--- config.mk ---
export PLATFORM = sky130hd
export DESIGN_NAME = mci_axi_sub_decode
export DESIGN_NICKNAME = d
export VERILOG_FILES = /design/src/common/mci_pkg.sv /design/src/rtl/mci_axi_sub_decode.sv
export VERILOG_INCLUDE_DIRS = /design/src /design/src/common
export SDC_FILE = /design/constraint.sdc
export NUM_CORES = 1
export LEC_CHECK = 0
export ABC_AREA = 1
export BUFFER_PORTS_ARGS = -buffer_cell sky130_fd_sc_hd__buf_2
export CAP_MARGIN = 5
export CORE_AREA = 3 3 92 94
export DETAILED_ROUTE_END_ITERATION = 6
export DIE_AREA = 0 0 95 97
export PLACE_DENSITY = 0.54
export SYNTH_ARGS = -nofsm -noshare
export SYNTH_HDL_FRONTEND = slang
export SYNTH_SLANG_ARGS = --single-unit
export TNS_END_PERCENT = 20
--- constraint.sdc ---
create_clock -name vclk -period 1.3
set_input_delay 0.065 -clock vclk [all_inputs]
set_output_delay 0.065 -clock vclk [all_outputs]
set_load 0.05 [all_outputs]
--- src/common/mci_settings.svh ---
// MCI subordinate build settings
// Bus widths, SRAM window size, SRAM wait states and the ID constant

`ifndef MCI_SETTINGS_SVH
`define MCI_SETTINGS_SVH

// Request address width in bits
`define MCI_ADDR_W 32

// Data width in bits, one strobe per byte
`define MCI_DATA_W 32

// MCU SRAM window size in kilobytes
`define MCU_SRAM_SIZE_KB 4

// SRAM wait states, legal range 1 to 15
`define MCU_SRAM_WAIT 2

// Read-only identification word
`define MCI_ID_VALUE 32'h4D43_4901

`endif

--- src/common/mci_pkg.sv ---
// MCI shared definitions
// Bus types, memory map, register offsets, SRAM FSM states, byte merge

`include "mci_settings.svh"

package mci_pkg;

    typedef logic [`MCI_ADDR_W-1:0]   mci_addr_t;
    typedef logic [`MCI_DATA_W-1:0]   mci_data_t;
    typedef logic [`MCI_DATA_W/8-1:0] mci_strb_t;

    //////////////////////////////////////////////////
    // Memory map
    //////////////////////////////////////////////////
    localparam int        MCI_REG_OFF_W  = 12;
    localparam mci_addr_t MCI_REG_START  = mci_addr_t'(32'h0000_0000);
    localparam mci_addr_t MCI_REG_END    = MCI_REG_START + mci_addr_t'((1 << MCI_REG_OFF_W) - 1);
    localparam mci_addr_t MCU_SRAM_START = mci_addr_t'(32'h0002_0000);
    localparam mci_addr_t MCU_SRAM_END   = MCU_SRAM_START +
                                           mci_addr_t'(`MCU_SRAM_SIZE_KB * 1024 - 1);

    // SRAM geometry in words
    localparam int MCU_SRAM_DEPTH = `MCU_SRAM_SIZE_KB * 1024 / (`MCI_DATA_W / 8);
    localparam int MCU_SRAM_IDX_W = $clog2(MCU_SRAM_DEPTH);

    // Register offsets inside the register window
    typedef enum logic [MCI_REG_OFF_W-1:0] {
        MCI_REG_ID       = 12'h000,
        MCI_REG_SCRATCH0 = 12'h010,
        MCI_REG_SCRATCH1 = 12'h014,
        MCI_REG_SCRATCH2 = 12'h018,
        MCI_REG_SCRATCH3 = 12'h01C
    } mci_reg_offset_e;

    // SRAM access FSM
    typedef enum logic [1:0] {
        IDLE,
        WAIT,
        DONE
    } mcu_sram_state_e;

    // Replace the strobed bytes of a word
    function automatic mci_data_t mci_byte_merge(mci_data_t cur_val, mci_data_t wr_val,
                                                 mci_strb_t strb);
        mci_data_t merged;
        merged = cur_val;
        for (int b = 0; b < $bits(mci_strb_t); b++) begin
            if (strb[b]) merged[8*b +: 8] = wr_val[8*b +: 8];
        end
        return merged;
    endfunction

endpackage

--- src/rtl/mci_axi_sub_decode.sv ---
// MCI request decoder
// Steers each request to the register block or the MCU SRAM by address
// window and merges rdata, hold and error back to the requester

module mci_axi_sub_decode
    import mci_pkg::*;
(
    // Requester side
    input  logic      dv,
    input  mci_addr_t addr,
    input  mci_data_t wdata,
    input  mci_strb_t wstrb,
    input  logic      write,
    output logic      hold,
    output mci_data_t rdata,
    output logic      error,

    // Shared request fields toward both targets
    output mci_addr_t req_addr,
    output mci_data_t req_wdata,
    output mci_strb_t req_wstrb,
    output logic      req_write,

    // Target selects
    output logic      reg_dv,
    output logic      sram_dv,

    // Target responses
    input  mci_data_t reg_rdata,
    input  logic      reg_error,
    input  logic      sram_hold,
    input  mci_data_t sram_rdata,
    input  logic      sram_error
);

    logic reg_gnt;
    logic sram_gnt;
    logic req_miss;

    //////////////////////////////////////////////////
    // Window decode
    //////////////////////////////////////////////////
    always_comb reg_gnt  = dv & (addr inside {[MCI_REG_START:MCI_REG_END]});
    always_comb sram_gnt = dv & (addr inside {[MCU_SRAM_START:MCU_SRAM_END]});

    // Neither window claims the access
    always_comb req_miss = dv & ~(reg_gnt | sram_gnt);

    // Only the matching target sees dv
    assign reg_dv  = reg_gnt;
    assign sram_dv = sram_gnt;

    // Same request payload to both targets
    assign req_addr  = addr;
    assign req_wdata = wdata;
    assign req_wstrb = wstrb;
    assign req_write = write;

    //////////////////////////////////////////////////
    // Response merge
    //////////////////////////////////////////////////
    // Zero data on a miss or with no request
    assign rdata = sram_gnt ? sram_rdata :
                   reg_gnt  ? reg_rdata  :
                   '0;

    // Register block never stalls
    assign hold = sram_gnt & sram_hold;

    assign error = (sram_gnt & sram_error) |
                   (reg_gnt  & reg_error)  |
                   req_miss;

endmodule

Yosys cells after proc, flatten, opt, wreduce, memory -nomap -nowiden
Index checks and enable logic that the tools add are counted.
{ "word_totals": {"reg_bits": 0} }
{ "op_classes": {"n_lt_le_gt_ge": 4, "mux": 2, "bitwise": 10, "n_reduce_logical": 2} }
{ "ops": {"columns": ["op", "count"], "rows": [
  ["2-to-1 mux 32 bit", 2],
  ["greater-or-equal comparator 32 x 1 -> 1 bit (second input constant)", 1],
  ["greater-or-equal comparator 32 x 18 -> 1 bit (second input constant)", 1],
  ["less-or-equal comparator 32 x 12 -> 1 bit (second input constant)", 1],
  ["less-or-equal comparator 32 x 18 -> 1 bit (second input constant)", 1],
  ["AND 1 bit", 6],
  ["bitwise OR 1 bit", 3],
  ["logical AND 1 bit", 2],
  ["inverter 1 bit", 1]
]} }

Longest topological paths before layout
{ "depth": {"word_depth": 7, "ltp_mapped": 8, "depth_no_buf": 8} }

Worst setup path before layout
No wires, ideal clock.
{ "synth_path": {"path_type": "input to output", "from": "in addr[21]", "to": "out rdata[22]", "t_arrival_ns": 1.342, "setup_slack_ns": -0.107, "cell_stages": 8, "n_path_buf": 2, "cell_sequence": "nor2_1 nand2_1 nor3_4 and2_1 buf_4 buf_6 nand2_1 nand2_1"} }
{ "synth_via": {"elab_chain_len": 5} }
{ "synth_rtl": {"columns": ["element", "line_no", "rtl"], "rows": [
  ["from (decl)", "mci_axi_sub_decode.sv:10", "input mci_addr_t addr,"],
  ["greater-or-equal comparator 32 x 1 -> 1 bit / less-or-equal comparator 32 x 12 -> 1 bit (equally long branches)", "mci_axi_sub_decode.sv:43", "always_comb reg_gnt = dv & (addr inside {[MCI_REG_START:MCI_REG_END]});"],
  ["logical AND 1 bit (*)", "mci_axi_sub_decode.sv:43", null],
  ["AND 1 bit (*)", "mci_axi_sub_decode.sv:43", null],
  ["via reg_dv", "mci_axi_sub_decode.sv:25", "output logic reg_dv,"],
  ["2-to-1 mux 32 bit (*)", "mci_axi_sub_decode.sv:64", "reg_gnt ? reg_rdata :"],
  ["2-to-1 mux 32 bit (*)", "mci_axi_sub_decode.sv:63", "assign rdata = sram_gnt ? sram_rdata :"],
  ["to (decl)", "mci_axi_sub_decode.sv:15", "output mci_data_t rdata,"]
]} }
Mark *: on every way through the listed nets, which the timed path passes. The rest lies on a longest branch.

Worst setup path in the final report
{ "layout_path": {"from": "in addr[23]", "to": "out rdata[9]"} }
{ "layout_via": {"elab_chain_len": 5} }
{ "layout_rtl": {"columns": ["element", "line_no"], "rows": [
  ["greater-or-equal comparator 32 x 1 -> 1 bit / less-or-equal comparator 32 x 12 -> 1 bit (equally long branches)", "mci_axi_sub_decode.sv:43"],
  ["logical AND 1 bit", "mci_axi_sub_decode.sv:43"],
  ["AND 1 bit", "mci_axi_sub_decode.sv:43"],
  ["2-to-1 mux 32 bit", "mci_axi_sub_decode.sv:64"],
  ["2-to-1 mux 32 bit (*)", "mci_axi_sub_decode.sv:63"]
]} }
Mark *: on every way between the ends. The rest lies on a longest branch, timed or not.

==> impl_metrics.py <==
metrics = {
    "floorplan": {
        "fp-row-count": 32,
        "fp.dieW_um": 95,
        "start_util_pct": 14.4,
        "core_um2": 7730,
        "die_height_um": 97,
        "die_area_um2": 9220,
        "num_io_pins": 242,
    },
    "power_and_ir_drop": {
        "p_sw_uw": 224,
        "p_leak_nw": 1.24,
        "p_int_uw": 157,
        "power_frac_clock_pct": 0,
        "ir_worst_vdd_mv": 0.148,
        "netSwitchingFraction_pct": 58.7,
        "combPwrFrac_pct": 100.0,
        "p_per_area_nw_per_um2": 176,
        "sequentialPowerShare_pct": 0,
    },
    "critical_path": {
        "worstSetupStartpoint": "addr[23]",
        "cp_max_fo": 7,
        "worstSetupStartpointType": "input port",
        "setup.worst_path.end_class": "output pin",
        "arrival_ns": 1.29,
        "required_ns": 1.24,
        "critical_path_class": "input port to output pin",
    },
    "synthesis": {
        "ys_types": 14,
        "synth_area_um2": 1120,
        "syn_avg_cell_area_um2": 5.29,
        "synth_cells": 211,
        "syn_nets": 348,
        "yosysSeqAreaShare_pct": 0,
        "ys_warn_count": 0,
        "synthTopCellsByArea": "buf_4 48%, nand2_1 35%, nor2_1 4.7%, buf_6 3.0%, nand3_1 2.2%",
        "synth_top_area_cell": "buf_4",
        "synth_top_area_share_pct": 47.8,
    },
    "layout": {
        "syn_to_final_growth_pct": 94.5,
        "n_clock_buffer": 0,
        "seq_cells": 0,
        "drive_gt1_share_pct": 72.7,
        "diodes": 0,
        "final_nets": 436,
        "seq_area_um2": 0,
        "layout_commonest_cell": "buf_2",
        "final_cell_mix": "101 x buf_2, 68 x nand2_1, 26 x nand2_2",
        "final_cell_area_um2": 2170,
    },
    "placement": {
        "globalplace.congestion": 0.646,
        "port_buffers": 144,
        "hpwl_mm": 3.41,
        "post_dp_cell_area_um2": 1510,
        "pre_cts_ws_ns": -0.252,
    },
    "sta": {
        "setup_slack_ns": -0.0505,
        "fin_crit_ns": 1.35,
        "relSlewSlack_pct": 83.2,
        "hold_viol": 0,
        "clock.fmax_ghz": 0.740,
        "drv_slew": 0,
        "whs_ns": 0.130,
        "rsz0062_at_grt": "true",
        "finalSetupViolCount": 31,
        "period_share_pct": 104,
        "worstMarginPinSlew_ns": 0.254,
    },
    "drt": {
        "drt-initial-drc-count": 16,
        "vias": 1524,
        "drt_wl_total_mm": 4.69,
        "wire_per_inst_um": 11.8,
        "drt_pre_antenna_iters": 4,
        "route.detailed.drc": 0,
        "vias_per_cell": 3.82,
        "final_antenna_net_count": 0,
    },
    "grt": {
        "grt_max_degree": 30,
        "grt.total_usage_pct": 7.55,
        "grt_pass1_vias": 1384,
        "grt_pass1_wl_mm": 5.93,
        "antenna_found_initial": 0,
        "grt_overflow_total": 0,
    },
    "status": {
        "status": "complete, but fails checks",
        "violations": "setup timing",
    },
    "hold_path": {
        "hold_path_class": "input port to output pin",
        "hp-start": "wdata[12]",
    },
    "clock_tree": {
        "hold_buffers": 0,
    },
    "job": {
        "cap_violations": 0,
    },
}
timing repair:
item | CTS | global route
resized for setup | 92 | 83
pin swaps | 5 | 20
endpoints found under the setup margin | 36 | 36
gates cloned | 0 | 3
setup buffers | 0 | 2
logic make-up after synthesis:
group	count (synthesis)	synth area share, %
buffers and inverters	81	53.4
AND/OR/NAND/NOR	129	46.2
AO/OA/AOI/OAI	1	0.448
per-stage QoR:
stage,std cells,total power [mW],setup TNS (ns),utilization (%)
after floorplan,211,0.599,-0.701,-
after global placement,394,0.327,-6.71,19.6
after detailed placement,394,0.330,-7.43,19.6
after CTS,394,0.333,-3.46,23.3
after global routing,399,0.410,-5.36,28.1
final,399,0.382,-1.00,28.1
Yosys cell counts:
library cell and n:
nand3_2 1, nor3_1 1, nand3_1 5, nor3_4 1, buf_2 2, o21ai_0 1, nor2_1 14, inv_2 1
and2_1 1, buf_4 71, inv_1 4, nand4_1 1, nand2_1 105, buf_6 3
critical path, stage by stage:
cell	delay, ns
buf_6	0.10
nor2_4	0.09
nand2_2	0.08
nor3_4	0.24
nand3_2	0.14
clkinv_4	0.12
clkbuf_16	0.19
nand2_4	0.05
nand2_2	0.07
buf_8	0.14
final timing paths:
check / endpoint / slack (ns) / cells after the start
worst min-delay path: req_wdata[12] / 0.13 / 0
worst max-delay path: rdata[9] / -0.05 / 10
per-layer routing:
layer  share of wire, %  up-vias  wire length (µm)  global-route usage [%]
met2                 53       93              2490                    14.4
met1                 37      674              1720                    8.06
li1                   -      737                 -                       -
met4                2.7        0               127                    2.77
met5                  0        -                 0                       0
met3                7.6       20               357                    1.17
power groups by stage:
stage | Sequential (mW) | Combinational [mW] | Clock, mW
2_1_floorplan | 0 | 0.599 | 0
3_3_place_gp | 0 | 0.327 | 0
3_5_place_dp | 0 | 0.330 | 0
4_1_cts | 0 | 0.333 | 0
5_1_grt | 0 | 0.410 | 0
6_report | 0 | 0.382 | 0
final cells by class:
type / instances / area [µm²]
multi-input cells: 130 / 739
fillers: 862 / 5560
repair buffers: 162 / 1280
inverters: 5 / 23.8
well taps: 102 / 128
Note: power is estimated with default switching activity, not from simulation.
