$ cat src/common/mci_settings.svh
// MCI subordinate build settings
// Bus widths, SRAM window size, SRAM wait states and the ID constant

`ifndef MCI_SETTINGS_SVH
`define MCI_SETTINGS_SVH

// Request address width in bits
`define MCI_ADDR_W 32

// Data width in bits, one strobe per byte
`define MCI_DATA_W 32

// MCU SRAM window size in kilobytes
`define MCU_SRAM_SIZE_KB 4

// SRAM wait states, legal range 1 to 15
`define MCU_SRAM_WAIT 2

// Read-only identification word
`define MCI_ID_VALUE 32'h4D43_4901

`endif

$ cat src/common/mci_pkg.sv
// MCI shared definitions
// Bus types, memory map, register offsets, SRAM FSM states, byte merge

`include "mci_settings.svh"

package mci_pkg;

    typedef logic [`MCI_ADDR_W-1:0]   mci_addr_t;
    typedef logic [`MCI_DATA_W-1:0]   mci_data_t;
    typedef logic [`MCI_DATA_W/8-1:0] mci_strb_t;

    //////////////////////////////////////////////////
    // Memory map
    //////////////////////////////////////////////////
    localparam int        MCI_REG_OFF_W  = 12;
    localparam mci_addr_t MCI_REG_START  = mci_addr_t'(32'h0000_0000);
    localparam mci_addr_t MCI_REG_END    = MCI_REG_START + mci_addr_t'((1 << MCI_REG_OFF_W) - 1);
    localparam mci_addr_t MCU_SRAM_START = mci_addr_t'(32'h0002_0000);
    localparam mci_addr_t MCU_SRAM_END   = MCU_SRAM_START +
                                           mci_addr_t'(`MCU_SRAM_SIZE_KB * 1024 - 1);

    // SRAM geometry in words
    localparam int MCU_SRAM_DEPTH = `MCU_SRAM_SIZE_KB * 1024 / (`MCI_DATA_W / 8);
    localparam int MCU_SRAM_IDX_W = $clog2(MCU_SRAM_DEPTH);

    // Register offsets inside the register window
    typedef enum logic [MCI_REG_OFF_W-1:0] {
        MCI_REG_ID       = 12'h000,
        MCI_REG_SCRATCH0 = 12'h010,
        MCI_REG_SCRATCH1 = 12'h014,
        MCI_REG_SCRATCH2 = 12'h018,
        MCI_REG_SCRATCH3 = 12'h01C
    } mci_reg_offset_e;

    // SRAM access FSM
    typedef enum logic [1:0] {
        IDLE,
        WAIT,
        DONE
    } mcu_sram_state_e;

    // Replace the strobed bytes of a word
    function automatic mci_data_t mci_byte_merge(mci_data_t cur_val, mci_data_t wr_val,
                                                 mci_strb_t strb);
        mci_data_t merged;
        merged = cur_val;
        for (int b = 0; b < $bits(mci_strb_t); b++) begin
            if (strb[b]) merged[8*b +: 8] = wr_val[8*b +: 8];
        end
        return merged;
    endfunction

endpackage

$ cat src/mcu_sram/mci_wait_timer.sv
// SRAM wait timer
// Loadable down-counter that flags the cycle in which the count hits zero

`include "mci_settings.svh"

module mci_wait_timer
    import mci_pkg::*;
(
    input  logic clk,
    input  logic rst,
    input  logic load,
    output logic done
);

    logic [3:0] count;
    logic       running;

    always_ff @(posedge clk) begin
        if (rst) begin
            count   <= '0;
            running <= 1'b0;
        end else if (load) begin
            count   <= 4'(`MCU_SRAM_WAIT - 1);
            running <= 1'b1;
        end else if (running) begin
            // Stop after the zero cycle
            if (count == '0) running <= 1'b0;
            else             count   <= count - 4'd1;
        end
    end

    assign done = running & (count == '0);

endmodule

$ cat config.mk
export PLATFORM = sky130hd
export DESIGN_NAME = mci_wait_timer
export DESIGN_NICKNAME = d
export VERILOG_FILES = /design/src/common/mci_pkg.sv /design/src/mcu_sram/mci_wait_timer.sv
export VERILOG_INCLUDE_DIRS = /design/src /design/src/common
export SDC_FILE = /design/constraint.sdc
export NUM_CORES = 1
export LEC_CHECK = 0
export ABC_AREA = 1
export BUFFER_PORTS_ARGS = -buffer_cell sky130_fd_sc_hd__buf_2
export CORE_AREA = 2 2 39 41
export CTS_BUF_LIST = sky130_fd_sc_hd__clkbuf_4 sky130_fd_sc_hd__clkbuf_8 sky130_fd_sc_hd__clkbuf_16
export CTS_CLUSTER_DIAMETER = 50
export DETAILED_ROUTE_END_ITERATION = 12
export DIE_AREA = 0 0 41 43
export PLACE_DENSITY = 0.4
export SLEW_MARGIN = 20
export SYNTH_ARGS = -nofsm -noshare
export SYNTH_HDL_FRONTEND = slang
export SYNTH_SLANG_ARGS = --single-unit
export TNS_END_PERCENT = 10
$ cat constraint.sdc
create_clock -name clk -period 1.3 [get_ports clk]
set_input_delay 0.325 -clock clk [delete_from_list [all_inputs] [get_ports clk]]
set_output_delay 0.325 -clock clk [all_outputs]
set_load 0.02 [all_outputs]
### Yosys cells after proc, flatten, opt, wreduce, memory -nomap -nowiden

Index checks and enable logic that the tools add are counted.

| storage, ports and cells | value |
|---|---|
| memories kept | 0 |
| memory bits (read-only) | 0 |
| bits in latches | 0 |
| flip-flop bits (word level) | 5 |
| logic and storage cells | 18 |
| RAM bits | 0 |
| input port bits | 3 |
| output and inout bits | 1 |

| cells by class | value |
|---|---|
| $add $sub $neg | 1 |
| shifts and indexed selects | 0 |
| mux-type cells | 6 |
| multipliers | 0 |
| eq/ne operators | 1 |
| reduce and logical (&&, ||, !) cells | 5 |
| bitwise logic cells | 2 |
| $lt $le $gt $ge | 0 |
| divide/modulo/power cells | 0 |

Operator list:

| kind | number |
|---|---|
| 2-to-1 mux 1 bit | 6 |
| logical NOT 4 bit | 1 |
| AND reduction 2 bit | 2 |
| subtractor 4 x 1 -> 4 bit, second input constant | 1 |
| inequality test 2 bit, second input constant | 1 |
| nonzero test 2 bit | 1 |
| OR reduction 2 bit | 1 |
| AND 1 bit | 1 |
| inverter 1 bit | 1 |

### Longest topological paths before layout

Gate-level depths: netlist of run 1.

| depth | value |
|---|---|
| depth in word-level cells | 4 |
| mapped depth | 7 |
| mapped depth without buffers | 7 |

### Worst setup path before layout of run 1

OpenSTA, ideal clock, no wires.

| path | value |
|---|---|
| path kind | register -> output |
| start point | register count[0] |
| end point | output done |
| buffers on the path | 0 |
| slack | -0.007 ns |
| cell stages (with the launch flop) | 5 |
| required time | 0.975 ns |
| arrival time | 0.982 ns |
| cell sequence | dfxtp_1 -> inv_1 -> ha_1 -> nand2_2 -> nor2_1 |

| on the way | value |
|---|---|
| longest elaborated chain between the ends | 2 |

RTL lines:

| element | line | source |
|---|---|---|
| start: declaration | mci_wait_timer.sv:15 | `logic [3:0] count;` |
| start signal: assignment | mci_wait_timer.sv:23 | `` count <= 4'(`MCU_SRAM_WAIT - 1); `` |
| start signal: assignment | mci_wait_timer.sv:28 | `else count <= count - 4'd1;` |
| logical NOT 4 bit | mci_wait_timer.sv:32 | `assign done = running & (count == '0);` |
| AND 1 bit | mci_wait_timer.sv:32 |  |
| end: declaration | mci_wait_timer.sv:12 | `output logic done` |

Every way passes these cells.

### Worst setup path after layout of run 1

| path | value |
|---|---|
| start point | register count[2] |
| end point | output done |

The elaborated chain is that of the path after synthesis.

==> results of run 1 <==
power by group:
group          internal, mW  switching (mW)
Sequential            0.163         0.00685
Combinational        0.0578          0.0568
Clock                 0.137          0.0605
routing by layer:
metal	routed length [um]	GRT usage, %	up-vias
met5	0	0	-
met4	0	10.00	0
met3	4	3.141	0
met2	313	12.81	1
met1	233	8.654	125
li1	-	-	153
registers in the layout (all words and copies together) (netlist names):
signal / cells
count: 4
running: 1
repair_timing:
action / in CTS / in global routing
endpoints found under the setup margin: 1 / 1
gates cloned: 0 / 0
buffers inserted: 2 / 1
pin swaps: 2 / 1
gates resized for setup: 8 / 0
final timing paths:
| check | startpoint | to | slack [ps] | depth (start not counted) |
|---|---|---|---|---|
| hold reg to reg | count[1] | count[1] | 490 | 2 |
| setup / recovery | count[2] | done | -40 | 4 |
| setup reg to reg | count[0] | count[1] | 110 | 7 |
| hold / removal | rst | count[0] | 260 | 2 |
cells by family after synthesis:
group | count (synthesis)
flip-flops | 5
buffers and inverters | 5
adder cells (fa/ha/maj) | 1
AO/OA/AOI/OAI | 4
AND/OR/NAND/NOR | 25
cells in the final DEF (no fill, tap or decap):
cell,count
sky130_fd_sc_hd__clkbuf_4,4
sky130_fd_sc_hd__dfxtp_1,3
sky130_fd_sc_hd__a21oi_2,1
sky130_fd_sc_hd__buf_6,1
sky130_fd_sc_hd__ha_4,1
sky130_fd_sc_hd__dfxtp_2,2
sky130_fd_sc_hd__a21oi_1,3
sky130_fd_sc_hd__inv_1,3
sky130_fd_sc_hd__nand2_2,2
sky130_fd_sc_hd__nand3_1,3
sky130_fd_sc_hd__nand4_1,2
sky130_fd_sc_hd__nand2_1,8
sky130_fd_sc_hd__buf_2,2
sky130_fd_sc_hd__nor2_2,2
sky130_fd_sc_hd__nor2_1,8
sky130_fd_sc_hd__inv_2,2
sky130_fd_sc_hd__buf_4,6
cell type report:
type	instances	area [um^2]
Clock buffer	4	30.03
Fill cell	161	984.7
Inverter	5	18.77
Multi-Input combinational cell	30	161.4
Sequential cell	5	102.6
Tap cell	16	20.02
Timing Repair Buffer	9	66.31
metrics by stage:
stage	instance area [um^2]	power [mW]	util (%)	hold slack, ps	setup WS, ps
after detailed placement	325.3	0.2677	23.51	486.5	56.30
after floorplan	267.8	0.2311	-	387.4	77.43
after CTS	391.6	0.4885	28.30	255.1	-57.30
after global placement	325.3	0.2684	23.51	474.7	60.98
after global routing	399.1	0.5283	28.84	248.2	-114.2
final	399.1	0.4820	28.84	259.8	-43.75
==> flow_summary.toml, run 1 <==
[status]
status = "complete, but fails checks"
violations_in_the_final_reports = "negative setup slack"

[detailed_routing]
drt-pass1-iter-count = 1
wl_per_cell_um = 7.971
postRouteAntennaNets = 0
initialDrtViolationCount = 0
routed-via-count = 279
vias_per_cell = 4.043
drc = 0
wirelength_um = 550

[finish]
non_filler_cells_final = 69
antenna-diode-count = 0
area_delta_synth_final_pct = 50.47
finish.net_count = 58
layout-drive-gt1-share_pct = 43.40

[timing]
final_max_slew_viol_count = 0
final_hold_viol_count = 0
max-slew-margin-rel_pct = 82.48
fmax_ghz = 0.7442
worst_slew_pin_slew_ps = 261.8
setup_viol = 1
rsz0062_at_grt = "yes"
finalClockSkew_ps = 3.050
layout_worst_path_cycle_share_pct = 103.4
tns_ps = -43.75
timing.final.crit_period_ps = 1344
fin_ws_ps = -43.75

[yosys]
muxShareOfSynthArea_pct = 0
synth_sequential_area_ratio_pct = 37.74
yosys-top-cells-area = "sky130_fd_sc_hd__dfxtp_1 (38%), sky130_fd_sc_hd__nor2_1 (13%), sky130_fd_sc_hd__nand2_1 (11%)"
synthXorXnorAreaFrac_pct = 0
synthSimpleGateAreaFrac_pct = 41.51
synth_compound_area_share_pct = 8.962
total_number_of_yosys_warnings = 0
async_flop_share_pct = 0
post_synth.cell_area_avg_um2 = 6.631
synth_top_cell_by_area = "sky130_fd_sc_hd__dfxtp_1"
yosys.cell_count.top_type = "sky130_fd_sc_hd__nor2_1"
synth-adder-area-share_pct = 4.717
dominant_combinational_cell_family_by_area_after_synthesis = "simple AND/OR/NAND/NOR gates"
synthDominantCellAreaShare_pct = 37.74
postSynthRegisterBits = 5
synthCells = 40
syn-num-nets = 44
synth_enable_flop_cells = 0
post_synth_instance_area_um2 = 265.3
synth.distinct_cells = 11
synthFlopType = "sky130_fd_sc_hd__dfxtp_1"
synth_top_cells_by_count = "sky130_fd_sc_hd__nor2_1 (9), sky130_fd_sc_hd__nand2_1 (8), sky130_fd_sc_hd__dfxtp_1 (5), sky130_fd_sc_hd__inv_1 (5)"

[setup_path]
timing.setup.critical_path_class = "register to primary output"
critPathMaxStageDelay_ps = 330
path_cells = "nor2_2 > nand2_2 > nor2_2 > buf_6"
timing.critical_path.slowest_stage_cell = "sky130_fd_sc_hd__dfxtp_1"
worst_ep_arrival_time_ps = 1020
worst-endpoint-required_ps = 980
worst_path_dominant_cell_family = "simple AND/OR/NAND/NOR gates"
worstPathMaxFanout = 4
worstSetupStartpointType = "register"
critPathBufInv = 1
worstSetupEndpointType = "primary output"
cpMostUsedCell = "sky130_fd_sc_hd__nor2_2"

[floorplan]
top_level_ports = 4
core_area_um2 = 1384
rows = 14
die_area_um2 = 1763
chipWidth_um = 41
effective_utilization_at_floorplan_pct = 19.17
die_h_um = 43

[global_route]
first_global_vias = 266
number_of_antenna_violations_at_the_first_check_in_global_routing = 0
largest_net_degree_at_the_start_of_global_routing = 5
wire_length_of_the_first_global_routing_pass_um = 986
gr-total-overflow = 0
grtUsageTotal_pct = 8.927

[clock_network]
cts_tree = "built"
h-tree-depth = 1
clock_sinks = 5
max-clock-path-buffers = 2
cts_made_buffers = 3
clk-insertion-delay-late_ps = 240
cts_hold_buffers = 0
cts.root.buffer_cell = "sky130_fd_sc_hd__clkbuf_4"
clock_transition_at_the_registers_of_the_reported_paths_ps = 40

[placed_design]
half_perimeter_wire_length_after_placement_um = 432.6
numPortBuffers = 3
dpl.cell_count = 62
gp_routability_congestion = 0.6191

[power_and_ir_drop]
irDropWorstVdd_mv = 0.3326
cellLeakagePower_nw = 0.1796
power_density_nw_per_um2 = 1208

[hold_path]
min-delay-path-class = "primary input to register"

[run]
drv.max_cap_violation_count = 0
Note: power is estimated with default switching activity, not from simulation.
==> run 2, diff against run 1 <==
--- a/config.mk
+++ b/config.mk
@@ -7,7 +7,7 @@
 export NUM_CORES = 1
 export LEC_CHECK = 0
 export ABC_AREA = 1
-export BUFFER_PORTS_ARGS = -buffer_cell sky130_fd_sc_hd__buf_2
+export BUFFER_PORTS_ARGS = -buffer_cell sky130_fd_sc_hd__buf_4
 export CORE_AREA = 2 2 39 41
 export CTS_BUF_LIST = sky130_fd_sc_hd__clkbuf_4 sky130_fd_sc_hd__clkbuf_8 sky130_fd_sc_hd__clkbuf_16
 export CTS_CLUSTER_DIAMETER = 50
==> run 2 against run 1 <==
Net effect: the flow still finishes with violations (negative setup slack); wire length down 5.1%; via count up 1.4%; register-to-register slack better by 20 ps; power down 0.83%; combinational power down 4%; sequential power about the same.
==> flow_summary.toml, run 2 (synthesized netlist as in run 1, its figures left out) <==
[detailed_routing]
wirelength_um = 522
postRouteAntennaNets = 0
wl_per_cell_um = 7.791
drc = 0
vias_per_cell = 4.224
routed-via-count = 283
initialDrtViolationCount = 2
drt-pass1-iter-count = 2

[global_route]
grt_most_used_layer = "met2"
wire_length_of_the_first_global_routing_pass_um = 903
gr-total-overflow = 0
globalRouteMet1Util_pct = 6.752
first_global_vias = 268
largest_net_degree_at_the_start_of_global_routing = 5
met2_usage_pct = 12.19
use_met3_pct = 3.141
number_of_antenna_violations_at_the_first_check_in_global_routing = 0
grtUsageTotal_pct = 8.434

[power_and_ir_drop]
power_density_nw_per_um2 = 1228
power_mw = 0.4780
irDropWorstVdd_mv = 0.2955
cellLeakagePower_nw = 0.1727

[setup_path]
worstPathMaxFanout = 2
worstSetupStartpointType = "register"
timing.setup.critical_path_class = "register to primary output"
worstSetupStartpoint = "count[1]"
worst_ep_arrival_time_ps = 1030
worst-endpoint-required_ps = 980
worstSetupEndpointType = "primary output"
worst_reg2reg_path_startpoint = "count[0]"

[timing]
fin_ws_ps = -54.77
final_hold_viol_count = 0
timing.final.crit_period_ps = 1355
rsz0062_at_grt = "yes"
finalClockSkew_ps = 2.538
layout_worst_path_cycle_share_pct = 104.2
fmax_ghz = 0.7381
final_max_slew_viol_count = 0
max-slew-margin-rel_pct = 84.86
worst_slew_pin_slew_ps = 227.2
setup_viol = 1

[floorplan]
chipWidth_um = 41
top_level_ports = 4
rows = 14
die_h_um = 43
effective_utilization_at_floorplan_pct = 19.17
die_area_um2 = 1763
core_area_um2 = 1384

[placed_design]
numPortBuffers = 3
half_perimeter_wire_length_after_placement_um = 435.5
gp_routability_congestion = 0.6504
placed_area_um2 = 325.3

[clock_network]
max-clock-path-buffers = 2
clock_sinks = 5
h-tree-depth = 1
cts.root.buffer_cell = "sky130_fd_sc_hd__clkbuf_4"
cts_hold_buffers = 0
cts_made_buffers = 3
clock_transition_at_the_registers_of_the_reported_paths_ps = 40
clk-insertion-delay-late_ps = 240
cts_tree = "built"

[hold_path]
min-delay-path-class = "primary input to register"
hold_start = "rst"

[finish]
largest_register_ff_count = 4
finish.net_count = 56
layout-drive-gt1-share_pct = 41.18
biggest_regs = "count x4, running x1"
largest_register = "count"
antenna-diode-count = 0
stdcell_area_um2 = 389.1
area_delta_synth_final_pct = 46.70
layout.cells.most_common_list = "sky130_fd_sc_hd__nor2_1 (8), sky130_fd_sc_hd__nand2_1 (8), sky130_fd_sc_hd__buf_4 (6)"

[status]
violations_in_the_final_reports = "negative setup slack"
status = "complete, but fails checks"

[run]
drv.max_cap_violation_count = 0
## run 2: changes by cell type in the layout (fill, tap and decap cells not counted)
cell,delta
sky130_fd_sc_hd__buf_2,-2
## run 2: what timing repair did
action                                  CTS  global route
endpoints found under the setup margin    1             1
pin swaps                                 1             1
endpoints found under the hold margin     0             0
buffers inserted                          2             0
resized for setup                         6             1
## run 2: worst paths after layout
| kind | endpoint | slack [ps] | cells after the start |
|---|---|---|---|
| max | done | -50 | 5 |
| min | count[0] | 250 | 2 |
| max reg2reg | count[1] | 130 | 7 |
| min reg2reg | count[1] | 480 | 2 |
## run 2: metrics by stage
step	TNS (ps)	utilization (%)	worst slack [ps]	hold WS (ps)	cells
6_report	-54.77	28.12	-54.77	248.0	67
5_1_grt	-118.9	28.12	-118.9	246.5	67
4_1_cts	-79.20	27.85	-79.20	239.4	67
3_5_place_dp	0	23.51	45.35	479.7	61
3_3_place_gp	0	23.51	42.84	479.0	61
2_1_floorplan	0	-	77.43	387.4	40
## run 2: report_power, final
group	total, mW	switching, mW	internal, mW
Combinational	0.110	0.0559	0.0541
Sequential	0.170	0.00663	0.163
Clock	0.198	0.0613	0.137
## run 2: final cells by class
class	count	area [um^2]
Tap cell	16	20.02
Clock buffer	4	30.03
Sequential cell	5	102.6
Inverter	5	18.77
Multi-Input combinational cell	30	161.4
Timing Repair Buffer	7	56.30
Fill cell	160	994.7
## run 2: worst max-delay path, cell delays in order (launching register included)
cell and delay (ps):
sky130_fd_sc_hd__dfxtp_2 310, sky130_fd_sc_hd__inv_2 70, sky130_fd_sc_hd__ha_4 140, sky130_fd_sc_hd__nand2_2 60, sky130_fd_sc_hd__nor2_2 90, sky130_fd_sc_hd__buf_6 120
## run 2: routing by layer
layer / wire length [um] / up-vias
met2: 304 / 1
met3: 2 / 0
met5: 0 / -
met4: 0 / 0
li1: - / 152
met1: 214 / 130
