**src/common/mci_settings.svh**
```systemverilog
// MCI subordinate build settings
// Bus widths, SRAM window size, SRAM wait states and the ID constant

`ifndef MCI_SETTINGS_SVH
`define MCI_SETTINGS_SVH

// Request address width in bits
`define MCI_ADDR_W 32

// Data width in bits, one strobe per byte
`define MCI_DATA_W 32

// MCU SRAM window size in kilobytes
`define MCU_SRAM_SIZE_KB 4

// SRAM wait states, legal range 1 to 15
`define MCU_SRAM_WAIT 2

// Read-only identification word
`define MCI_ID_VALUE 32'h4D43_4901

`endif

```
**src/common/mci_pkg.sv**
```systemverilog
// MCI shared definitions
// Bus types, memory map, register offsets, SRAM FSM states, byte merge

`include "mci_settings.svh"

package mci_pkg;

    typedef logic [`MCI_ADDR_W-1:0]   mci_addr_t;
    typedef logic [`MCI_DATA_W-1:0]   mci_data_t;
    typedef logic [`MCI_DATA_W/8-1:0] mci_strb_t;

    //////////////////////////////////////////////////
    // Memory map
    //////////////////////////////////////////////////
    localparam int        MCI_REG_OFF_W  = 12;
    localparam mci_addr_t MCI_REG_START  = mci_addr_t'(32'h0000_0000);
    localparam mci_addr_t MCI_REG_END    = MCI_REG_START + mci_addr_t'((1 << MCI_REG_OFF_W) - 1);
    localparam mci_addr_t MCU_SRAM_START = mci_addr_t'(32'h0002_0000);
    localparam mci_addr_t MCU_SRAM_END   = MCU_SRAM_START +
                                           mci_addr_t'(`MCU_SRAM_SIZE_KB * 1024 - 1);

    // SRAM geometry in words
    localparam int MCU_SRAM_DEPTH = `MCU_SRAM_SIZE_KB * 1024 / (`MCI_DATA_W / 8);
    localparam int MCU_SRAM_IDX_W = $clog2(MCU_SRAM_DEPTH);

    // Register offsets inside the register window
    typedef enum logic [MCI_REG_OFF_W-1:0] {
        MCI_REG_ID       = 12'h000,
        MCI_REG_SCRATCH0 = 12'h010,
        MCI_REG_SCRATCH1 = 12'h014,
        MCI_REG_SCRATCH2 = 12'h018,
        MCI_REG_SCRATCH3 = 12'h01C
    } mci_reg_offset_e;

    // SRAM access FSM
    typedef enum logic [1:0] {
        IDLE,
        WAIT,
        DONE
    } mcu_sram_state_e;

    // Replace the strobed bytes of a word
    function automatic mci_data_t mci_byte_merge(mci_data_t cur_val, mci_data_t wr_val,
                                                 mci_strb_t strb);
        mci_data_t merged;
        merged = cur_val;
        for (int b = 0; b < $bits(mci_strb_t); b++) begin
            if (strb[b]) merged[8*b +: 8] = wr_val[8*b +: 8];
        end
        return merged;
    endfunction

endpackage

```
**src/mcu_sram/mcu_sram_ctrl.sv**
```systemverilog
// MCU SRAM access controller
// Holds the requester through the wait period, issues the read when
// the timer expires and commits writes in the completion cycle

module mcu_sram_ctrl
    import mci_pkg::*;
(
    input  logic      clk,
    input  logic      rst,

    // Request from the decoder
    input  logic      sram_dv,
    input  logic      write,
    input  mci_strb_t wstrb,

    // Response toward the decoder
    output logic      sram_hold,
    output logic      sram_error,

    // Wait timer
    output logic      timer_load,
    input  logic      timer_done,

    // Memory enables
    output logic      mem_rd_en,
    output logic      mem_wr_en
);

    mcu_sram_state_e state;
    mcu_sram_state_e state_nxt;
    logic            empty_strb;

    // Write with no byte lanes selected
    assign empty_strb = write & ~|wstrb;

    //////////////////////////////////////////////////
    // State register
    //////////////////////////////////////////////////
    always_ff @(posedge clk) begin
        if (rst) state <= IDLE;
        else     state <= state_nxt;
    end

    always_comb begin
        state_nxt = state;
        case (state)
            IDLE:    if (sram_dv) state_nxt = WAIT;
            WAIT:    if (timer_done) state_nxt = DONE;
            DONE:    state_nxt = IDLE;
            default: state_nxt = IDLE;
        endcase
    end

    //////////////////////////////////////////////////
    // Outputs
    //////////////////////////////////////////////////
    // Stall from the first request cycle until DONE
    assign sram_hold  = ((state == IDLE) & sram_dv) | (state == WAIT);

    // Timer starts with the request
    assign timer_load = (state == IDLE) & sram_dv;

    // Read lands in the memory output register by DONE
    assign mem_rd_en  = (state == WAIT) & timer_done;

    assign mem_wr_en  = (state == DONE) & write & ~empty_strb;
    assign sram_error = (state == DONE) & empty_strb;

endmodule

```
**config.mk**
```make
export PLATFORM = sky130hd
export DESIGN_NAME = mcu_sram_ctrl
export DESIGN_NICKNAME = d
export VERILOG_FILES = /design/src/common/mci_pkg.sv /design/src/mcu_sram/mcu_sram_ctrl.sv
export VERILOG_INCLUDE_DIRS = /design/src /design/src/common
export SDC_FILE = /design/constraint.sdc
export NUM_CORES = 1
export LEC_CHECK = 0
export ABC_AREA = 1
export BUFFER_PORTS_ARGS = -buffer_cell sky130_fd_sc_hd__buf_2
export CAP_MARGIN = 20
export CORE_AREA = 2 2 39 41
export CTS_BUF_LIST = sky130_fd_sc_hd__clkbuf_8
export CTS_CLUSTER_DIAMETER = 50
export DETAILED_ROUTE_END_ITERATION = 16
export DIE_AREA = 0 0 41 43
export SLEW_MARGIN = 20
export SYNTH_ARGS = -nofsm -noshare
export SYNTH_HDL_FRONTEND = slang
export SYNTH_SLANG_ARGS = --single-unit
```
**constraint.sdc**
```tcl
create_clock -name clk -period 1.99 [get_ports clk]
set_clock_uncertainty 0.15 [all_clocks]
set_input_delay 0.2985 -clock clk [delete_from_list [all_inputs] [get_ports clk]]
set_output_delay 0.2985 -clock clk [all_outputs]
set_load 0.005 [all_outputs]
```
# Yosys cells after proc, flatten, opt, wreduce, memory -nomap -nowiden
# Cells that the tools add are included.
[op_classes]
addsub = 0
reduce_logical = 4
n_div = 0
eq_ne = 4
shifts = 0
order_cmp = 0
n_mux = 3
multipliers = 0
n_bitwise = 8
[ops]
columns = ["op", "n"]
rows = [
  ["$and A1 B1 Y1", 6],
  ["$mux W2", 2],
  ["$ne A2 B2 Y1 const B", 2],
  ["$pmux W2 S2", 1],
  ["$reduce_or A4 Y1", 1],
  ["$eq A2 B1 Y1 const B", 1],
  ["$eq A2 B2 Y1 const B", 1],
  ["$logic_not A2 Y1", 1],
  ["$reduce_and A2 Y1", 1],
  ["$logic_not A1 Y1", 1],
  ["$not A1 Y1", 1],
  ["$or A1 B1 Y1", 1],
]
[totals]
ramBits = 0
mem_bits_ro = 0
latchBits = 0
ff_bits = 2
mem_count = 0
wordCells = 20

# Logic depth before layout (Yosys ltp)
# Gate-level depths: netlist of the first run.
[depth]
ltp_word = 5
mapped_depth = 4
mapped_depth_nobuf = 4

# Worst setup path before layout of the first run
# OpenSTA, ideal clock, no wires.
[synth_path]
kind = "register to output"
startpoint = "register state[1]"
endpoint = "output sram_error"
arrival_time_ps = 617
n_path_buf = 0
path_stages_with_launch = 5
setup_slack_ps = 925
required_ps = 1541
cell_sequence = "dfxtp_1 inv_2 nor2_2 inv_1 nor2_1"
[synth_between]
elab_chain_len = 2
[synth_lines]
columns = ["item", "line_no", "source"]
rows = [
  ["start: declaration", "mcu_sram_ctrl.sv:29", "mcu_sram_state_e state;"],
  ["start signal: assignment", "mcu_sram_ctrl.sv:41", "else state <= state_nxt;"],
  ["$eq A2 B2 Y1", "mcu_sram_ctrl.sv:67", "assign sram_error = (state == DONE) & empty_strb;"],
  ["$and A1 B1 Y1", "mcu_sram_ctrl.sv:67", ""],
  ["end: declaration", "mcu_sram_ctrl.sv:18", "output logic sram_error,"],
]
# Every way passes these cells.

# Final worst setup path of the first run
# Ends and elaborated chain as after synthesis.

==> summary.md, run 1 <==
| Metric | Value |
|---|---|
| Run status | finished, final reports clean |
| Vias | 190 |
| Vias/cell | roughly 3.5 |
| I/O pins | 14 |
| Post-DP HPWL | between 200 and 300 um |
| Syn avg cell area | 6.26 um2 |
| Antenna violations before repair | 0 |
| Leakage | 0.144 nW |
| Final-report hold violation count | 0 |
| CP startpoint kind | register |
| Cells after Synth | 22 |
| Port Buffers | 13 |
| Final WS setup | ~590 ps |
| Met3 Resource Use GR | under 10% |
| # H-tree levels | 1 |
| Filler cell count | 150 |
| Dpl ws | 751 ps |
| Resize count post-CTS | 0 |
| Post-DRT Antenna Nets | 0 |
| First-pass GRT wire length | roughly 560 um |
| Nets | 49 |
| Syn-to-layout area delta | 91.8% |
| Area of the core | around 1400 um2 |
| Hold depth | 2 |
| WL final | between 300 and 400 um |
| Synthesized flop and latch total | 2 |
| Critical path class | register to primary output |
| Min-delay src | rst |
| Final setup fails | 0 |
| Largest register FFs | 2 |
| Synth unique cells | 10 |
| Clock sink count | 2 |
| Worst Hold Margin | 128 ps |
| Pwr/cell area | 893 nW/um2 |
| Pre-antenna DRT Iters | 4 |
| Syn_nets | 31 |
| Tcrit/Tclk final | a little over two thirds |
| R2R depth | 3 |
| Register area | 40.0 um2 |
| GRT Total Usage | around 5.7% |
| CP Data Required Time | 1540 ps |
| Drt initial violations | 2 |
| GP Congestion | between 0.5 and 0.6 |
| GR Util met2 | 6.56% |
| DR WL/cell | a little under 7 um |
| Slew HR | between 80% and 90% |
| Design area | around 260 um2 |
| Top reg by flops | state |
| Hold_buf cts | 0 |
| Die width | approximately 41 um |
| GR Overflow Total | 0 |
| Postcts setup bufs | 0 |
| Final max-slew violation count | 0 |
| Post-synthesis sequential area ratio | 29.1% |
| Crit. End Element | primary output |
| Diodes inserted | 0 |
| Inserted Clock Buffers | 3 |
| Vias in the first global route | ~160 |
| FMAX | 0.714 GHz |
| Total Power | approximately 0.00024 W |
| Met1 Resource Use GR | under 10% |
| WHS Endpoint | state[0]$_SDFFE_PP0P_ |
| Worst-Skew Late Latency | ~210 ps |
| Die Area | approximately 1800 um2 |
| Arrival @ worst endpoint | between 900 and 1000 ps |
| CTS Root Cell | clkbuf_8 |
| Warnings, synthesis | 0 |
| Unrepaired setup endpoints after global routing | no |
| Ratio of cells with drive above 1 in the final layout | just under 60% |
| Die height | between 40 and 50 um |
| Max clock buf depth | 2 |
| Reg-to-reg startpoint | state[0]$_SDFFE_PP0P_ |
| DRC | 0 |
| # rows | 14 |
| Largest net degree at the start of global routing | 5 |
| Worst slew pin tran | roughly 160 ps |
| Mapped cell area | 138 um2 |
| Area after DPL | 223 um2 |
| GRT busiest layer | met4 |
| Tmin final | around 1400 ps |
| Number of maximum-capacitance violations | 0 |
| CTS tree | done |
| Clock transition at the registers of the reported paths | approximately 30 ps |
| FF-to-FF setup slack | around 1100 ps |
| Initial Util | under 10% |
| Peak supply drop | 0.000426 V |
| Critical Path Fanout Max | 3 |
| Largest regs | state (2) |
| Worst r2r dst | state[0]$_SDFFE_PP0P_ |
| Area of the multi-input gates | roughly 79 um2 |
| Most frequent cells in the layout | buf_2 (13), inv_1 (4), nor2_1 (4) |
| Setup_tns | 0 ps |
| Hold Crit Class | input port to register |
| Most common cell after layout, fill and taps aside | buf_2 |
==> per-stage QoR <==
stage	util, %	std cells
5_1_grt	19.1	54
3_5_place_dp	16.1	51
6_report	19.1	54
3_3_place_gp	16.1	51
4_1_cts	19.1	54
2_1_floorplan	-	22
==> cells in the mapped netlist <==
cell type  instances  area share [%]
nor2_1             4              11
nor2_2             2             9.1
nand2_1            3             8.2
a21oi_2            1             6.4
nand2_2            1             4.5
nor3_2             1             7.3
inv_1              4              11
nand3_1            3              11
dfxtp_1            2              29
inv_2              1             2.7
==> power breakdown <==
group / total (W) / internal (W) / switching (W)
combinational: 0.0000292 / 0.0000146 / 0.0000147
sequential: 0.0000452 / 0.0000427 / 0.00000249
clock: 0.000161 / 0.000128 / 0.0000334
==> routing by layer <==
metal  vias up  part of all wire [%]
met5         -                     0
met1        74                    41
li1         99                     -
met2        15                    41
met4         0                   5.1
met3         2                    13
==> final cells by class <==
cell class              count  share of cell area [%]
multi-input cells          15                    29.9
repair buffers             13                    24.6
clock buffers               3                    15.6
flip-flops and latches      2                    15.2
well taps                  16                    7.58
inverters                   5                    7.11
==> critical path, cell delays in order, from the launching register on <==
cell and delay, ps:
dfxtp_1 340, inv_2 60, nor2_2 100, inv_1 50, nor2_1 90, buf_2 110
==> logic make-up after synthesis <==
family | Yosys count | synth area share [%]
AND/OR/NAND/NOR | 14 | 50.9
buffers and inverters | 5 | 13.6
flip-flops | 2 | 29.1
AO/OA/AOI/OAI | 1 | 6.36
==> how the worst max path moves through the flow <==
stage / slack (ps) / end / startpoint / depth (start not counted)
2_1_floorplan: 920 / sram_error / state[1]$_SDFFE_PP0P_ / 4
3_3_place_gp: 750 / mem_wr_en / wstrb[3] / 6
3_5_place_dp: 750 / sram_error / wstrb[1] / 5
4_1_cts: 570 / sram_error / state[1]$_SDFFE_PP0P_ / 5
5_1_grt: 500 / sram_error / state[1]$_SDFFE_PP0P_ / 5
6_report: 590 / sram_error / state[1]$_SDFFE_PP0P_ / 5
No activity file was read; power rests on OpenSTA's default activity.
==> inputs of run 2 (changes only) <==
clock period = 1.4 ns   (was 1.99 ns; I/O delays follow)
==> run 2 against run 1 <==
Compared with the run above: via count fell by 3.2%; die area did not move; combinational power rose by 42%; setup slack got worse by 500 ps; sequential share of layout area did not move; clock power rose by 42%; critical path depth did not move; routed wire length rose by 2.4%; count of clock-buffer cells in the layout did not move; critical endpoint unchanged; highest routed layer unchanged.
==> summary.md, run 2 (synthesized netlist as in run 1, its figures left out) <==
| Metric | Value |
|---|---|
| Run status | finished, final reports clean |
| WHS Endpoint | state[0]$_SDFFE_PP0P_ |
| GRT Total Usage | 4.80% (-0.90 points) |
| Register area | 40.0 um2 (unchanged) |
| Resize count post-CTS | 0 (unchanged) |
| Peak supply drop | 0.000580 V (+36%) |
| WP buf/inv | 3 (unchanged) |
| Min-delay src | rst |
| Post-DP HPWL | 288 um (+6.3%) |
| Largest regs | state (2) |
| Net Sw Power | 0.0000711 W (+41%) |
| I/O pins | 14 (unchanged) |
| Leakage | 0.144 nW (unchanged) |
| Final-report hold violation count | 0 (unchanged) |
| Crit. End Element | primary output |
| Largest net degree at the start of global routing | 5 (unchanged) |
| Fin util | 19.1% (unchanged) |
| Worst slew pin tran | 164 ps (+0.599 ps) |
| Top reg by flops | state |
| Area of the core | 1380 um2 (unchanged) |
| Sw Share | 21.2% (-0.18 points) |
| Worst-path cell chain | inv_2 -> nor2_2 -> inv_1 -> nor2_1 -> buf_2 |
| Die height | 43 um (unchanged) |
| Hold depth | 2 (unchanged) |
| Filler cell count | 165 (+10%) |
| CP max stage cell | dfxtp_1 |
| Flop pwr share | 19.2% (about the same) |
| Hold Crit Class | input port to register |
| GP Congestion | 0.561 (+1.9%) |
| Reg-to-reg startpoint | state[0]$_SDFFE_PP0P_ |
| Worst Hold Margin | 38.2 ps (-90.2 ps) |
| Critical path class | register to primary output |
| Diodes inserted | 0 (unchanged) |
| CTS tree | done |
| Number of maximum-capacitance violations | 0 (unchanged) |
| Arrival @ worst endpoint | 950 ps (about the same) |
| Dpl ws | 296 ps (-455 ps) |
| Internal power | 0.000263 W (+42%) |
| Area of the multi-input gates | 78.8 um2 (unchanged) |
| R2R depth | 3 (unchanged) |
| Clock transition at the registers of the reported paths | 30 ps (about the same) |
| CP Data Required Time | 1040 ps (-500 ps) |
| Pwr/cell area | 1270 nW/um2 (+42%) |
| DRC | 0 (unchanged) |
| Unrepaired setup endpoints after global routing | no |
| Antenna violations before repair | 0 (unchanged) |
| Most frequent cells in the layout | buf_2 (13), inv_1 (4), nor2_1 (4) |
| FMAX | 0.763 GHz |
| Final WS setup | 89.0 ps (-500 ps) |
| Final max-slew violation count | 0 (unchanged) |
| Tcrit/Tclk final | about 94% |
| Post-DRT Antenna Nets | 0 (unchanged) |
| Hold_buf cts | 0 (unchanged) |
| # H-tree levels | 1 (unchanged) |
| # rows | 14 (unchanged) |
| Clock sink count | 2 (unchanged) |
| CTS Root Cell | clkbuf_8 |
| Initial Util | 9.95% (unchanged) |
| CP peak stage delay | 340 ps (about the same) |
| Final setup fails | 0 (unchanged) |
| WL final | 379 um (+2.4%) |
| Slew HR | 89.0% (about the same) |
| Worst r2r dst | state[0]$_SDFFE_PP0P_ |
| Vias/cell | 3.41 (-3.2%) |
| Largest register FFs | 2 (unchanged) |
| Comb power frac | 12.4% (about the same) |
| Nets | 49 (unchanged) |
| CP startpoint kind | register |
| Inserted Clock Buffers | 3 (unchanged) |
| Vias | 184 (-3.2%) |
| Die width | 41 um (unchanged) |
| Port Buffers | 13 (unchanged) |
| Most common cell after layout, fill and taps aside | buf_2 |
| GR Overflow Total | 0 (unchanged) |
| Pre-antenna DRT Iters | 4 (unchanged) |
| Die Area | 1760 um2 (unchanged) |
| Vias in the first global route | 151 (-2.6%) |
| Setup_tns | 0 ps (unchanged) |
| Postcts setup bufs | 0 (unchanged) |
| DR WL/cell | 7.02 um (+2.4%) |
| Worst-Skew Late Latency | 210 ps (about the same) |
| FF-to-FF setup slack | 560 ps (-580 ps) |
| Clock group share of total power | 68.4% (about the same) |
| First-pass GRT wire length | 483 um (-13%) |
| Drt initial violations | 1 (-1) |
| Syn-to-layout area delta | 91.8% (unchanged) |
| Tmin final | between 1000 and 1500 ps |
| Ratio of cells with drive above 1 in the final layout | 57.9% (unchanged) |
| Critical Path Fanout Max | 3 (unchanged) |
| Max clock buf depth | 2 (unchanged) |
| Crit path max-delay family | flip-flops |
run 2: cell counts in the layout (fill, tap and decap cells not counted):
Identical to the previous run, type by type.
run 2: stage by stage:
stage	total power (W)	area [um2]	instances
after floorplan	0.0000848	138	22
after global placement	0.000106	223	51
after detailed placement	0.000107	223	51
after CTS	0.000346	264	54
after global routing	0.000354	264	54
final	0.000334	264	54
run 2: cell type report:
cell class,instances,area share [%]
Multi-Input combinational cell,15,29.9
Timing Repair Buffer,13,24.6
Clock buffer,3,15.6
Sequential cell,2,15.2
Tap cell,16,7.58
Inverter,5,7.11
run 2: worst max-delay path by stage:
| stage | from | slack, ps | endpoint | cells after the start |
|---|---|---|---|---|
| after global routing | state[1]$_SDFFE_PP0P_ | 30 | sram_error | 5 |
| after CTS | state[1]$_SDFFE_PP0P_ | 70 | sram_error | 5 |
| after detailed placement | state[1]$_SDFFE_PP0P_ | 300 | sram_error | 5 |
| final | state[1]$_SDFFE_PP0P_ | 90 | sram_error | 5 |
| after floorplan | state[1]$_SDFFE_PP0P_ | 420 | sram_error | 4 |
| after global placement | state[1]$_SDFFE_PP0P_ | 290 | sram_error | 5 |
run 2: power by group through the flow:
| stage | Combinational [W] | Sequential (W) | Clock [W] |
|---|---|---|---|
| 2_1_floorplan | 0.0000203 | 0.0000645 | 0 |
| 3_3_place_gp | 0.0000417 | 0.0000648 | 0 |
| 3_5_place_dp | 0.0000421 | 0.0000651 | 0 |
| 4_1_cts | 0.0000424 | 0.0000644 | 0.000239 |
| 5_1_grt | 0.0000467 | 0.0000645 | 0.000243 |
| 6_report | 0.0000415 | 0.0000643 | 0.000229 |
run 2: worst reg2reg max path, stage by stage, from the launching register on:
cell and delay (ps):
dfxtp_1 330, nor2_2 100, nand2_2 70, a21oi_2 120
run 2: layer usage:
metal	track usage (%)	wire length (um)
met5	0	0
met4	8.00	18
met3	1.57	70
met2	6.56	164
met1	3.82	127
